`config.mk`:
```
export PLATFORM = sky130hd
export DESIGN_NAME = ecc_top
export DESIGN_NICKNAME = d
export VERILOG_FILES = /design/src/ecc_pkg.sv /design/src/ecc_ctrl.sv /design/src/ecc_decoder.sv /design/src/ecc_encoder.sv /design/src/ecc_error_inject.sv /design/src/ecc_top.sv
export SDC_FILE = /design/constraint.sdc
export NUM_CORES = 1
export LEC_CHECK = 0
export BUFFER_PORTS_ARGS = -buffer_cell sky130_fd_sc_hd__buf_4
export CAP_MARGIN = 20
export CORE_MARGIN = 2
export CORE_UTILIZATION = 46
export CTS_CLUSTER_SIZE = 12
export DETAILED_ROUTE_END_ITERATION = 16
export GPL_ROUTABILITY_DRIVEN = 0
export PLACE_DENSITY = 0.77
export SLEW_MARGIN = 20
export SYNTH_ARGS = -nofsm -noshare
export SYNTH_HDL_FRONTEND = slang
export SYNTH_SLANG_ARGS = --single-unit
```
`constraint.sdc`:
```
create_clock -name clk -period 4.8 [get_ports clk]
set_clock_uncertainty 0.2 [all_clocks]
set_input_delay 0 -clock clk [delete_from_list [all_inputs] [get_ports clk]]
set_output_delay 0 -clock clk [all_outputs]
set_load 0.005 [all_outputs]
```
`src/ecc_pkg.sv`:
```
package ecc_pkg;

  // Fixed SECDED geometry for an 8-bit message
  localparam int data_width = 8;
  localparam int parity_width = 5;
  localparam int cw_width = data_width + parity_width;
  localparam int idx_width = 4;
  localparam int cnt_width = 16;

  // Hsiao H-matrix data columns, listed from data bit 7 down to bit 0
  // Each column has weight 3 and every column is distinct
  localparam logic [data_width-1:0][parity_width-1:0] hsiao_cols = {
    5'b11001, 5'b10110, 5'b10101, 5'b10011,
    5'b01110, 5'b01101, 5'b01011, 5'b00111
  };

  // Field view of a codeword with parity on top
  typedef struct packed {
    logic [parity_width-1:0] parity;
    logic [data_width-1:0]   data;
  } ecc_cw_fields_t;

  // Codeword read either flat or as fields
  typedef union packed {
    logic [cw_width-1:0] raw;
    ecc_cw_fields_t      fields;
  } ecc_codeword_u;

  typedef struct packed {
    logic                 flip0_en;
    logic [idx_width-1:0] flip0_idx;
    logic                 flip1_en;
    logic [idx_width-1:0] flip1_idx;
  } ecc_inj_t;

  typedef struct packed {
    logic [data_width-1:0] data;
    ecc_inj_t              inj;
  } ecc_req_t;

  typedef enum logic [1:0] {
    clean = 2'd0,
    ce    = 2'd1,
    due   = 2'd2
  } ecc_class_e;

  typedef struct packed {
    logic [data_width-1:0]   data;
    logic                    ce;
    logic                    due;
    logic [parity_width-1:0] syndrome;
  } ecc_result_t;

  typedef struct packed {
    logic [cnt_width-1:0] ce_count;
    logic [cnt_width-1:0] due_count;
    logic [cnt_width-1:0] mismatch_count;
  } ecc_stats_t;

  // Parity of a message, shared by encoder and decoder
  // Parity bit j is the XOR of every data bit whose column has bit j set
  function automatic logic [parity_width-1:0] calc_parity(
    input logic [data_width-1:0] data
  );
    logic [parity_width-1:0] parity;
    parity = '0;
    for (int i = 0; i < data_width; i++) begin
      if (data[i]) begin
        parity = parity ^ hsiao_cols[i];
      end
    end
    return parity;
  endfunction

endpackage

```
`src/ecc_ctrl.sv`:
```
`timescale 1ns/1ps

module ecc_ctrl #(
  parameter bit register_syndrome = 1'b0
) (
  input  logic                 clk,
  input  logic                 rst_n,
  input  logic                 in_valid,
  input  ecc_pkg::ecc_req_t    in_req,
  input  logic                 dec_valid,
  input  ecc_pkg::ecc_result_t dec_res,
  output ecc_pkg::ecc_stats_t  stats,
  output logic                 error
);

  // Same depth as encoder, injector and decoder together
  localparam int depth = 3 + int'(register_syndrome);

  typedef struct packed {
    logic [ecc_pkg::data_width-1:0] data;
    ecc_pkg::ecc_class_e            cls;
  } exp_t;

  logic [1:0]          n_flips;
  ecc_pkg::ecc_class_e exp_cls;
  logic [depth-1:0]    pipe_valid;
  exp_t                pipe [depth];
  exp_t                head;
  logic                class_ok;
  logic                data_ok;
  logic                mismatch;

  // Count distinct flipped positions
  always_comb begin
    n_flips = 2'(in_req.inj.flip0_en) + 2'(in_req.inj.flip1_en);
    if (in_req.inj.flip0_en && in_req.inj.flip1_en &&
        (in_req.inj.flip0_idx == in_req.inj.flip1_idx)) begin
      n_flips = 2'd0;
    end
    case (n_flips)
      2'd0: exp_cls = ecc_pkg::clean;
      2'd1: exp_cls = ecc_pkg::ce;
      default: exp_cls = ecc_pkg::due;
    endcase
  end

  always_ff @(posedge clk) begin
    if (!rst_n) begin
      pipe_valid <= '0;
    end else begin
      pipe_valid <= {pipe_valid[depth-2:0], in_valid};
    end
  end

  // Expected data and class travel beside the valid bits
  always_ff @(posedge clk) begin
    pipe[0] <= '{data: in_req.data, cls: exp_cls};
    for (int i = 1; i < depth; i++) begin
      pipe[i] <= pipe[i-1];
    end
  end

  assign head = pipe[depth-1];

  always_comb begin
    case (head.cls)
      ecc_pkg::clean: class_ok = !dec_res.ce && !dec_res.due;
      ecc_pkg::ce: class_ok = dec_res.ce && !dec_res.due;
      default: class_ok = dec_res.due && !dec_res.ce;
    endcase
    // Data after a double error is not meaningful
    data_ok = (head.cls == ecc_pkg::due) || (dec_res.data == head.data);
    mismatch = dec_valid && !(class_ok && data_ok);
  end

  // Counters land one cycle after the decoder strobe and hold at all ones
  always_ff @(posedge clk) begin
    if (!rst_n) begin
      stats <= '0;
      error <= 1'b0;
    end else begin
      if (dec_valid && dec_res.ce && (stats.ce_count != '1)) begin
        stats.ce_count <= stats.ce_count + 1'b1;
      end
      if (dec_valid && dec_res.due && (stats.due_count != '1)) begin
        stats.due_count <= stats.due_count + 1'b1;
      end
      if (mismatch && (stats.mismatch_count != '1)) begin
        stats.mismatch_count <= stats.mismatch_count + 1'b1;
      end
      if (mismatch) begin
        error <= 1'b1;
      end
    end
  end

  // Delay line stays aligned with the whole datapath
  align_a: assert property (@(posedge clk) disable iff (!rst_n)
    dec_valid == pipe_valid[depth-1]);

  ce_sat_a: assert property (@(posedge clk) disable iff (!rst_n)
    (stats.ce_count == '1) |=> (stats.ce_count == '1));
  due_sat_a: assert property (@(posedge clk) disable iff (!rst_n)
    (stats.due_count == '1) |=> (stats.due_count == '1));
  mis_sat_a: assert property (@(posedge clk) disable iff (!rst_n)
    (stats.mismatch_count == '1) |=> (stats.mismatch_count == '1));

endmodule

```
`src/ecc_decoder.sv`:
```
`timescale 1ns/1ps

module ecc_decoder #(
  parameter bit register_syndrome = 1'b0
) (
  input  logic                   clk,
  input  logic                   rst_n,
  input  logic                   rcv_valid,
  input  ecc_pkg::ecc_codeword_u rcv_cw,
  output logic                   dec_valid,
  output ecc_pkg::ecc_result_t   dec_res
);

  logic [ecc_pkg::parity_width-1:0] syn_comb;
  // Syndrome stage outputs in either build
  logic                             stg_valid;
  ecc_pkg::ecc_codeword_u           stg_cw;
  logic [ecc_pkg::parity_width-1:0] stg_syn;
  // Classification
  logic [ecc_pkg::data_width-1:0]   corr_data;
  logic                             col_hit;
  logic                             syn_odd;
  logic                             syn_unit;
  logic                             is_ce;
  logic                             is_due;

  // Recomputed parity against the parity that arrived
  assign syn_comb = ecc_pkg::calc_parity(rcv_cw.fields.data) ^ rcv_cw.fields.parity;

  if (register_syndrome) begin : gen_syn_reg
    // Extra pipeline cycle with its own strobe
    always_ff @(posedge clk) begin
      if (!rst_n) begin
        stg_valid <= 1'b0;
      end else begin
        stg_valid <= rcv_valid;
      end
    end

    always_ff @(posedge clk) begin
      if (rcv_valid) begin
        stg_cw <= rcv_cw;
        stg_syn <= syn_comb;
      end
    end
  end else begin : gen_syn_comb
    assign stg_valid = rcv_valid;
    assign stg_cw = rcv_cw;
    assign stg_syn = syn_comb;
  end

  always_comb begin
    corr_data = stg_cw.fields.data;
    col_hit = 1'b0;
    // A data column match points at the flipped data bit
    for (int i = 0; i < ecc_pkg::data_width; i++) begin
      if (stg_syn == ecc_pkg::hsiao_cols[i]) begin
        corr_data[i] = ~corr_data[i];
        col_hit = 1'b1;
      end
    end
    syn_odd = ^stg_syn;
    // Unit vector means a flipped parity bit and intact data
    syn_unit = $onehot(stg_syn);
    is_ce = syn_odd && (col_hit || syn_unit);
    // Even nonzero weight or an odd weight with no matching column
    is_due = (stg_syn != '0) && (!syn_odd || (!col_hit && !syn_unit));
  end

  always_ff @(posedge clk) begin
    if (!rst_n) begin
      dec_valid <= 1'b0;
    end else begin
      dec_valid <= stg_valid;
    end
  end

  always_ff @(posedge clk) begin
    if (stg_valid) begin
      dec_res.data <= corr_data;
      dec_res.ce <= is_ce;
      dec_res.due <= is_due;
      dec_res.syndrome <= stg_syn;
    end
  end

  flags_exclusive_a: assert property (@(posedge clk) disable iff (!rst_n)
    dec_valid |-> !(dec_res.ce && dec_res.due));

endmodule

```
`src/ecc_encoder.sv`:
```
`timescale 1ns/1ps

module ecc_encoder (
  input  logic                  clk,
  input  logic                  rst_n,
  input  logic                  in_valid,
  input  ecc_pkg::ecc_req_t     in_req,
  output logic                  enc_valid,
  output ecc_pkg::ecc_codeword_u enc_cw,
  output ecc_pkg::ecc_inj_t     enc_inj
);

  ecc_pkg::ecc_codeword_u cw_next;

  // Systematic codeword, data passes through unchanged
  always_comb begin
    cw_next.fields.data = in_req.data;
    cw_next.fields.parity = ecc_pkg::calc_parity(in_req.data);
  end

  // Strobe register
  always_ff @(posedge clk) begin
    if (!rst_n) begin
      enc_valid <= 1'b0;
    end else begin
      enc_valid <= in_valid;
    end
  end

  // Codeword and its injection request move together
  always_ff @(posedge clk) begin
    if (in_valid) begin
      enc_cw <= cw_next;
      enc_inj <= in_req.inj;
    end
  end

endmodule

```
`src/ecc_error_inject.sv`:
```
`timescale 1ns/1ps

module ecc_error_inject (
  input  logic                   clk,
  input  logic                   rst_n,
  input  logic                   enc_valid,
  input  ecc_pkg::ecc_codeword_u enc_cw,
  input  ecc_pkg::ecc_inj_t      enc_inj,
  output logic                   rcv_valid,
  output ecc_pkg::ecc_codeword_u rcv_cw
);

  logic [ecc_pkg::cw_width-1:0] flip_mask;

  // One mask bit per codeword position
  // XOR of both hits so a repeated index cancels out
  always_comb begin
    for (int i = 0; i < ecc_pkg::cw_width; i++) begin
      flip_mask[i] = (enc_inj.flip0_en && (enc_inj.flip0_idx == ecc_pkg::idx_width'(i))) ^
                     (enc_inj.flip1_en && (enc_inj.flip1_idx == ecc_pkg::idx_width'(i)));
    end
  end

  always_ff @(posedge clk) begin
    if (!rst_n) begin
      rcv_valid <= 1'b0;
    end else begin
      rcv_valid <= enc_valid;
    end
  end

  // Corrupted word on the raw view
  always_ff @(posedge clk) begin
    if (enc_valid) begin
      rcv_cw.raw <= enc_cw.raw ^ flip_mask;
    end
  end

  // Indices 13 to 15 name no codeword bit and would be dropped silently
  idx_range_a: assert property (@(posedge clk) disable iff (!rst_n)
    enc_valid |-> (!enc_inj.flip0_en || (enc_inj.flip0_idx < ecc_pkg::cw_width)) &&
                  (!enc_inj.flip1_en || (enc_inj.flip1_idx < ecc_pkg::cw_width)));

endmodule

```
`src/ecc_top.sv`:
```
`timescale 1ns/1ps

module ecc_top #(
  parameter bit register_syndrome = 1'b0
) (
  input  logic                 clk,
  input  logic                 rst_n,
  input  logic                 in_valid,
  input  ecc_pkg::ecc_req_t    in_req,
  output logic                 out_valid,
  output ecc_pkg::ecc_result_t out_res,
  output ecc_pkg::ecc_stats_t  stats,
  output logic                 error
);

  // Encoder to injector
  logic                   enc_valid;
  ecc_pkg::ecc_codeword_u enc_cw;
  ecc_pkg::ecc_inj_t      enc_inj;
  // Injector to decoder
  logic                   rcv_valid;
  ecc_pkg::ecc_codeword_u rcv_cw;

  ecc_encoder u_encoder (
    .clk       (clk),
    .rst_n     (rst_n),
    .in_valid  (in_valid),
    .in_req    (in_req),
    .enc_valid (enc_valid),
    .enc_cw    (enc_cw),
    .enc_inj   (enc_inj)
  );

  ecc_error_inject u_inject (
    .clk       (clk),
    .rst_n     (rst_n),
    .enc_valid (enc_valid),
    .enc_cw    (enc_cw),
    .enc_inj   (enc_inj),
    .rcv_valid (rcv_valid),
    .rcv_cw    (rcv_cw)
  );

  // Decoder result is both the top output and the checker input
  ecc_decoder #(
    .register_syndrome (register_syndrome)
  ) u_decoder (
    .clk       (clk),
    .rst_n     (rst_n),
    .rcv_valid (rcv_valid),
    .rcv_cw    (rcv_cw),
    .dec_valid (out_valid),
    .dec_res   (out_res)
  );

  ecc_ctrl #(
    .register_syndrome (register_syndrome)
  ) u_ctrl (
    .clk       (clk),
    .rst_n     (rst_n),
    .in_valid  (in_valid),
    .in_req    (in_req),
    .dec_valid (out_valid),
    .dec_res   (out_res),
    .stats     (stats),
    .error     (error)
  );

endmodule

```
; Word level (Yosys, flattened, before mapping)
; Memory sizes are Yosys's and may differ from the RTL's.
; Index checks and enable logic that the tools add are counted.
[classes]
addsub = 8
n_eq_ne = 41
mux = 35
bitwise = 37
n_reduce_logical = 56
[op_table]
columns = cell, n
row1 = $add 16x1->16 const B, 3
row2 = $ne 16x16->1 const B, 3
row3 = $logic_and 1x1->1, 41
row4 = $eq 4x4->1 const B, 10
row5 = $mux 5, 8
row6 = $eq 4x3->1 const B, 8
row7 = $not 3->3, 10
row8 = $mux 4, 6
row9 = $eq 5x5->1 const B, 4
row10 = $eq 4x2->1 const B, 4
row11 = $mux 1, 16
row12 = $eq 5x4->1 const B, 3
row13 = $xor 1x1->1, 13
row14 = $xor 13x13->13, 1
row15 = $not 2->3, 4
row16 = $eq 4x1->1 const B, 2
row17 = $eq 8x8->1, 1
row18 = $logic_not 4->1, 2
row19 = $not 1->1, 8
row20 = $add 1x1->2, 3
row21 = $logic_not 1->1, 6
row22 = $mux 3, 2
row23 = $eq 5x3->1 const B, 1
row24 = $reduce_bool 5->1, 1
row25 = other kinds (13), 17
[totals]
reg_bits = 103
mem_bits_rw = 30
input_bits = 21
output_inout_bits = 65
word_cells = 195
mem_count = 1
[memory_table]
columns = name, depth, word_bits, read_ports, rd_clocked_by_memory_dff, write_ports, line_no
row1 = u_ctrl.pipe, 3, 10, 3, 0, 3, ecc_ctrl.sv:27  ; exp_t pipe [depth];

; Logic depth before layout (Yosys ltp)
[logic_depth]
word_depth = 29
mapped_depth = 13
ltp_nobuf = 12

; Hierarchy
; From an unflattened synthesis, not the netlist that was laid out.
[unflattened]
hier_cells = 524
area_unflattened_um2 = 6279.8
[modules_own_cells]
columns = mod, n_inst, cells_per_inst, area_per_inst_um2, seq_area_each_um2
row1 = ecc_ctrl, 1, 322, 3293.2, 1581.5
row2 = ecc_decoder, 1, 89, 1152.4, 470.5
row3 = ecc_error_inject, 1, 75, 975.9, 410.4
row4 = ecc_encoder, 1, 38, 858.3, 710.7

; Worst setup path before layout
; OpenSTA, ideal clock, no wires.
[synth_path]
path_kind = reg-to-reg
startpoint = reg u_inject.rcv_cw[6] in the netlist's numbering
endpoint = reg u_decoder.dec_res[6] (netlist name)
setup_time_ns = 0.259
arrival_time_ns = 2.559
t_required_ns = 4.341
setup_slack_ns = 1.782
path_stages_with_launch = 12
path_buffers = 0
synth_period_minus_slack_ns = 3.018
path_cell_list = edfxtp_1 xor2_1 xnor2_1 xnor2_1 inv_1 fa_1 inv_1 fa_1 nand2_1 o211ai_1 o21ai_0 nor2_1
[synth_via]
elab_chain_len = 15
elab_cells_between_ends = 28
cone_classes = add/sub: 4 / eq/ne: 9 / mux: 10 / bitwise: 2 / reduce/logical: 3
[synth_rtl]
columns = element, line_no
row1 = start: declaration, ecc_error_inject.sv:10  ; output ecc_pkg::ecc_codeword_u rcv_cw
row2 = $mux 5 *, ecc_pkg.sv:68  ; if (data[i]) begin
row3 = $not 3->3 (no source line), n/a
row4 = $mux 5 *, ecc_pkg.sv:68
row5 = $xor 5x5->5 *, ecc_decoder.sv:28  ; assign syn_comb = ecc_pkg::calc_parity(rcv_cw.fields.data) ^ rcv_cw.fields.parity;
row6 = named net u_decoder.stg_syn (one bit), ecc_decoder.sv:18  ; logic [ecc_pkg::parity_width-1:0] stg_syn;
row7 = $eq 5x3->1, ecc_decoder.sv:57  ; if (stg_syn == ecc_pkg::hsiao_cols[i]) begin
row8 = $mux 1 (8 in a row), ecc_decoder.sv:57
row9 = $logic_or 1x1->1, ecc_decoder.sv:65  ; is_ce = syn_odd && (col_hit || syn_unit);
row10 = $logic_and 1x1->1 *, ecc_decoder.sv:65
row11 = named net u_decoder.is_ce, ecc_decoder.sv:24  ; logic is_ce;
; Mark *: on every way through the listed nets, which the timed path passes. The rest lies on a longest branch.
; A chain may end at the register's enable or synchronous reset.

; Worst setup path after layout
[layout_path]
startpoint = reg u_inject.rcv_cw[6] in the netlist's numbering
endpoint = reg u_decoder.dec_res[6] (netlist name)
[layout_via]
elab_chain_len = 15
elab_cells_between_ends = 28
cone_classes = add/sub: 4 / eq/ne: 9 / mux: 10 / bitwise: 2 / reduce/logical: 3
[layout_rtl]
columns = element, line_no
row1 = $mux 5 *, ecc_pkg.sv:68
row2 = $not 3->3 (no source line), n/a
row3 = $mux 5 *, ecc_pkg.sv:68
row4 = $xor 5x5->5 *, ecc_decoder.sv:28
row5 = named net u_decoder.stg_syn (one bit), ecc_decoder.sv:18
row6 = $eq 5x3->1, ecc_decoder.sv:57
row7 = $mux 1 (8 in a row), ecc_decoder.sv:57
row8 = $logic_or 1x1->1, ecc_decoder.sv:65
row9 = $logic_and 1x1->1 *, ecc_decoder.sv:65
row10 = named net u_decoder.is_ce, ecc_decoder.sv:24
; Marked as above.

==> results.py <==
metrics = {
    "status": {
        "status": "finished clean",
    },
    "cts": {
        "cts.sinks": 133,
        "clk_pin_slew_worst_paths_ns": 0.06,
        "cts_max_level": 4,
        "clk_latency_ns": 0.43,
        "cts_made_buffers": 17,
        "cts_setup_buffers": 0,
        "clockRootBuffer": "clkbuf_16",
        "cts_tree": "built",
        "clk_path_buf_depth": 2,
    },
    "final_layout": {
        "fillerInstances": 1014,
        "n_antenna_cell": 0,
        "drive_gt1_share_pct": 18.4,
        "nNetsFinal": 702,
        "utilization_pct": 59.9,
        "design_area_sq_um": 7560,
        "area_growth_pct": 27.1,
    },
    "routing": {
        "vias_per_cell": 5.33,
        "route.vias.total": 4545,
        "drtAntennaViolNets": 0,
        "drc": 0,
        "drt_iter0_drc": 315,
        "post_drt_wl_per_cell_um": 14.8,
        "routed_wl_mm": 12.6,
        "drt_first_pass_iters": 4,
    },
    "yosys": {
        "ys.flop_type": "dfxtp_1",
        "ys_types": 50,
        "yosys-top-cells-area": "dfxtp_1, edfxtp_1, xnor2_1, xor2_1, nor2_1",
        "yosysTopAreaCell": "dfxtp_1",
        "syn-num-nets": 588,
        "synth.avg_cell_area_sq_um": 10.8,
        "ys_ff_latch": 133,
        "synth_warnings": 0,
        "synth-edff-count": 51,
        "synthTopCellsByCount": "dfxtp_1, xnor2_1, edfxtp_1",
        "synth_cells": 553,
        "yosysMostFrequentCell": "dfxtp_1",
        "yosysSeqAreaShare_pct": 53.3,
        "synth.cell_area_sq_um": 5950,
        "ys_async_sr_fraction_pct": 0,
        "synth.top_cell.area_share_pct": 27.6,
    },
    "floorplan": {
        "die_h_um": 118,
        "core_region_area_sq_um": 12600,
        "fp.dieW_um": 118,
        "start_util_pct": 47.1,
        "rows": 41,
        "die_area_sq_um": 13900,
        "ioPinCount": 86,
    },
    "placed_design": {
        "place_area_sq_um": 6770,
        "io_buffers": 85,
        "hpwl_mm": 8.95,
    },
    "sta": {
        "fin_crit_ns": 3.57,
        "hold_viol": 0,
        "setup_viol": 0,
        "fin_tns_setup_ns": 0,
        "fmax_mhz": 280,
        "drv_slew": 0,
        "rsz0062_at_grt": "no",
        "worstMarginPinSlew_ns": 1.04,
        "post-route-period-util_pct": 74.3,
        "slew_headroom_pct": 30.2,
    },
    "power_and_ir_drop": {
        "finalPower_mw": 3.10,
        "ir_worst_vdd_mv": 0.217,
        "leakagePower_nw": 2.75,
        "power.density_nw_per_um2": 409,
    },
    "global_route": {
        "grt_pass1_vias": 4409,
        "track_usage_pct": 19.1,
        "grt_max_degree": 42,
        "grt_first_pass_wirelength_mm": 21.2,
        "antenna_found_initial": 0,
        "grt_overflow": 0,
    },
    "critical_path": {
        "crit_type": "reg -> reg",
        "cp_cell_sequence": "xor2_1 > xnor2_1 > xnor2_1 > inv_1 > fa_1 > inv_1 > fa_1 > nand2_1 > o211ai_1 > o21ai_0 > nor2_1",
        "end_kind": "flop",
        "cp_max_fo": 8,
        "ff2ff_setup_slack_ns": 1.23,
        "crit_path_start_kind": "flop",
        "cp.required_ns": 4.76,
        "worstPathArrival_ns": 3.53,
        "critPathSlowestCell": "edfxtp_1",
        "slowest_delay_ns": 0.48,
    },
    "worst_hold_path": {
        "hold_class": "in -> reg",
    },
    "flow_run": {
        "max-cap-violations": 0,
    },
}
==> path summary, 6_finish.rpt <==
| check | from | endpoint | depth (start not counted) |
|---|---|---|---|
| setup / recovery | u_inject.rcv_cw[6]$_DFFE_PP_ | u_decoder.dec_res[6]$_DFFE_PP_ | 11 |
| hold / removal | in_req[16] | u_ctrl.pipe[0][8]$_DFF_P_ | 2 |
| setup reg to reg | u_inject.rcv_cw[6]$_DFFE_PP_ | u_decoder.dec_res[6]$_DFFE_PP_ | 11 |
| hold reg to reg | u_ctrl.pipe[0][1]$_DFF_P_ | u_ctrl.pipe[0][11]$_DFF_P_ | 0 |
==> cells in the final DEF, fill, tap and decap left out, types with 15 or more instances in the layout <==
master | netlist | layout
xor2_1 | 37 | 37
buf_4 | 0 | 87
dlygate4sd3_1 | 0 | 20
a21oi_1 | 15 | 15
inv_1 | 18 | 18
xnor2_1 | 68 | 68
o21ai_0 | 16 | 16
nand3_1 | 28 | 28
dfxtp_1 | 82 | 82
nor2_1 | 46 | 46
clkbuf_16 | 0 | 18
nand2_1 | 35 | 35
nand4_1 | 15 | 15
edfxtp_1 | 51 | 51
==> flip-flops by register name, indices dropped and copies added, names as in the netlist <==
| register | flops |
|---|---|
| u_inject.rcv_valid | 1 |
| u_decoder.dec_valid | 1 |
| u_ctrl.error | 1 |
| u_encoder.enc_cw | 13 |
| u_ctrl.stats | 48 |
| u_encoder.enc_inj | 10 |
| u_ctrl.pipe | 30 |
| u_decoder.dec_res | 15 |
| u_inject.rcv_cw | 13 |
| u_encoder.enc_valid | 1 |
==> per-layer routing <==
layer	track usage (%)	routed length (um)	share of wire, %
met3	5.04	623	4.9
met2	31.6	6330	50
met1	22.8	5290	42
met5	0	0	0
met4	9.94	396	3.1
==> layout make-up <==
| type | count | area (sq um) | area share (%) |
|---|---|---|---|
| clock buffers | 18 | 450 | 5.96 |
| repair buffers | 107 | 853 | 11.3 |
| well taps | 172 | 215 | 2.85 |
| multi-input cells | 390 | 2670 | 35.3 |
| clock inverters | 14 | 134 | 1.77 |
| inverters | 18 | 67.6 | 0.893 |
| flip-flops and latches | 133 | 3170 | 42.0 |
==> critical path: cells and delay by family (launching register included) <==
family	cells	cell delay (ns)
AOI/OAI and AO/OA	2	0.41
xor gates and xnor gates	3	0.78
adders and majority gates	2	0.89
buffers and inverters	2	0.35
DFF	1	0.48
and+or+nand+nor	2	0.20
==> what timing repair did <==
item                      in CTS  in global routing
gates resized for setup        0                  0
hold endpoints to repair      69                  0
hold buffers                  20                  0
==> cell families after synthesis <==
kind of cell    count (synthesis)  synth area share, %
fa+ha+maj                      14                 3.20
xor+xnor                      105                 15.5
flops                         133                 53.3
compound gates                 66                 7.47
simple gates                  201                 17.9
mux                             4                0.673
buf+inv                        30                 1.94
==> power breakdown <==
part,switching (mW),internal [mW],total [mW]
logic,0.296,0.223,0.519
clock network,0.542,0.717,1.26
registers,0.0523,1.27,1.32
==> through the flow <==
step | hold WS (ns) | instances | worst slack [ns]
finish | 0.0669 | 852 | 1.23
global route | 0.0621 | 852 | 1.03
CTS | 0.0511 | 852 | 1.31
detailed placement | -0.0513 | 800 | 1.38
global placement | -0.0559 | 800 | 1.64
floorplan | -0.172 | 553 | 1.78
(Power assumes the default switching activity.)
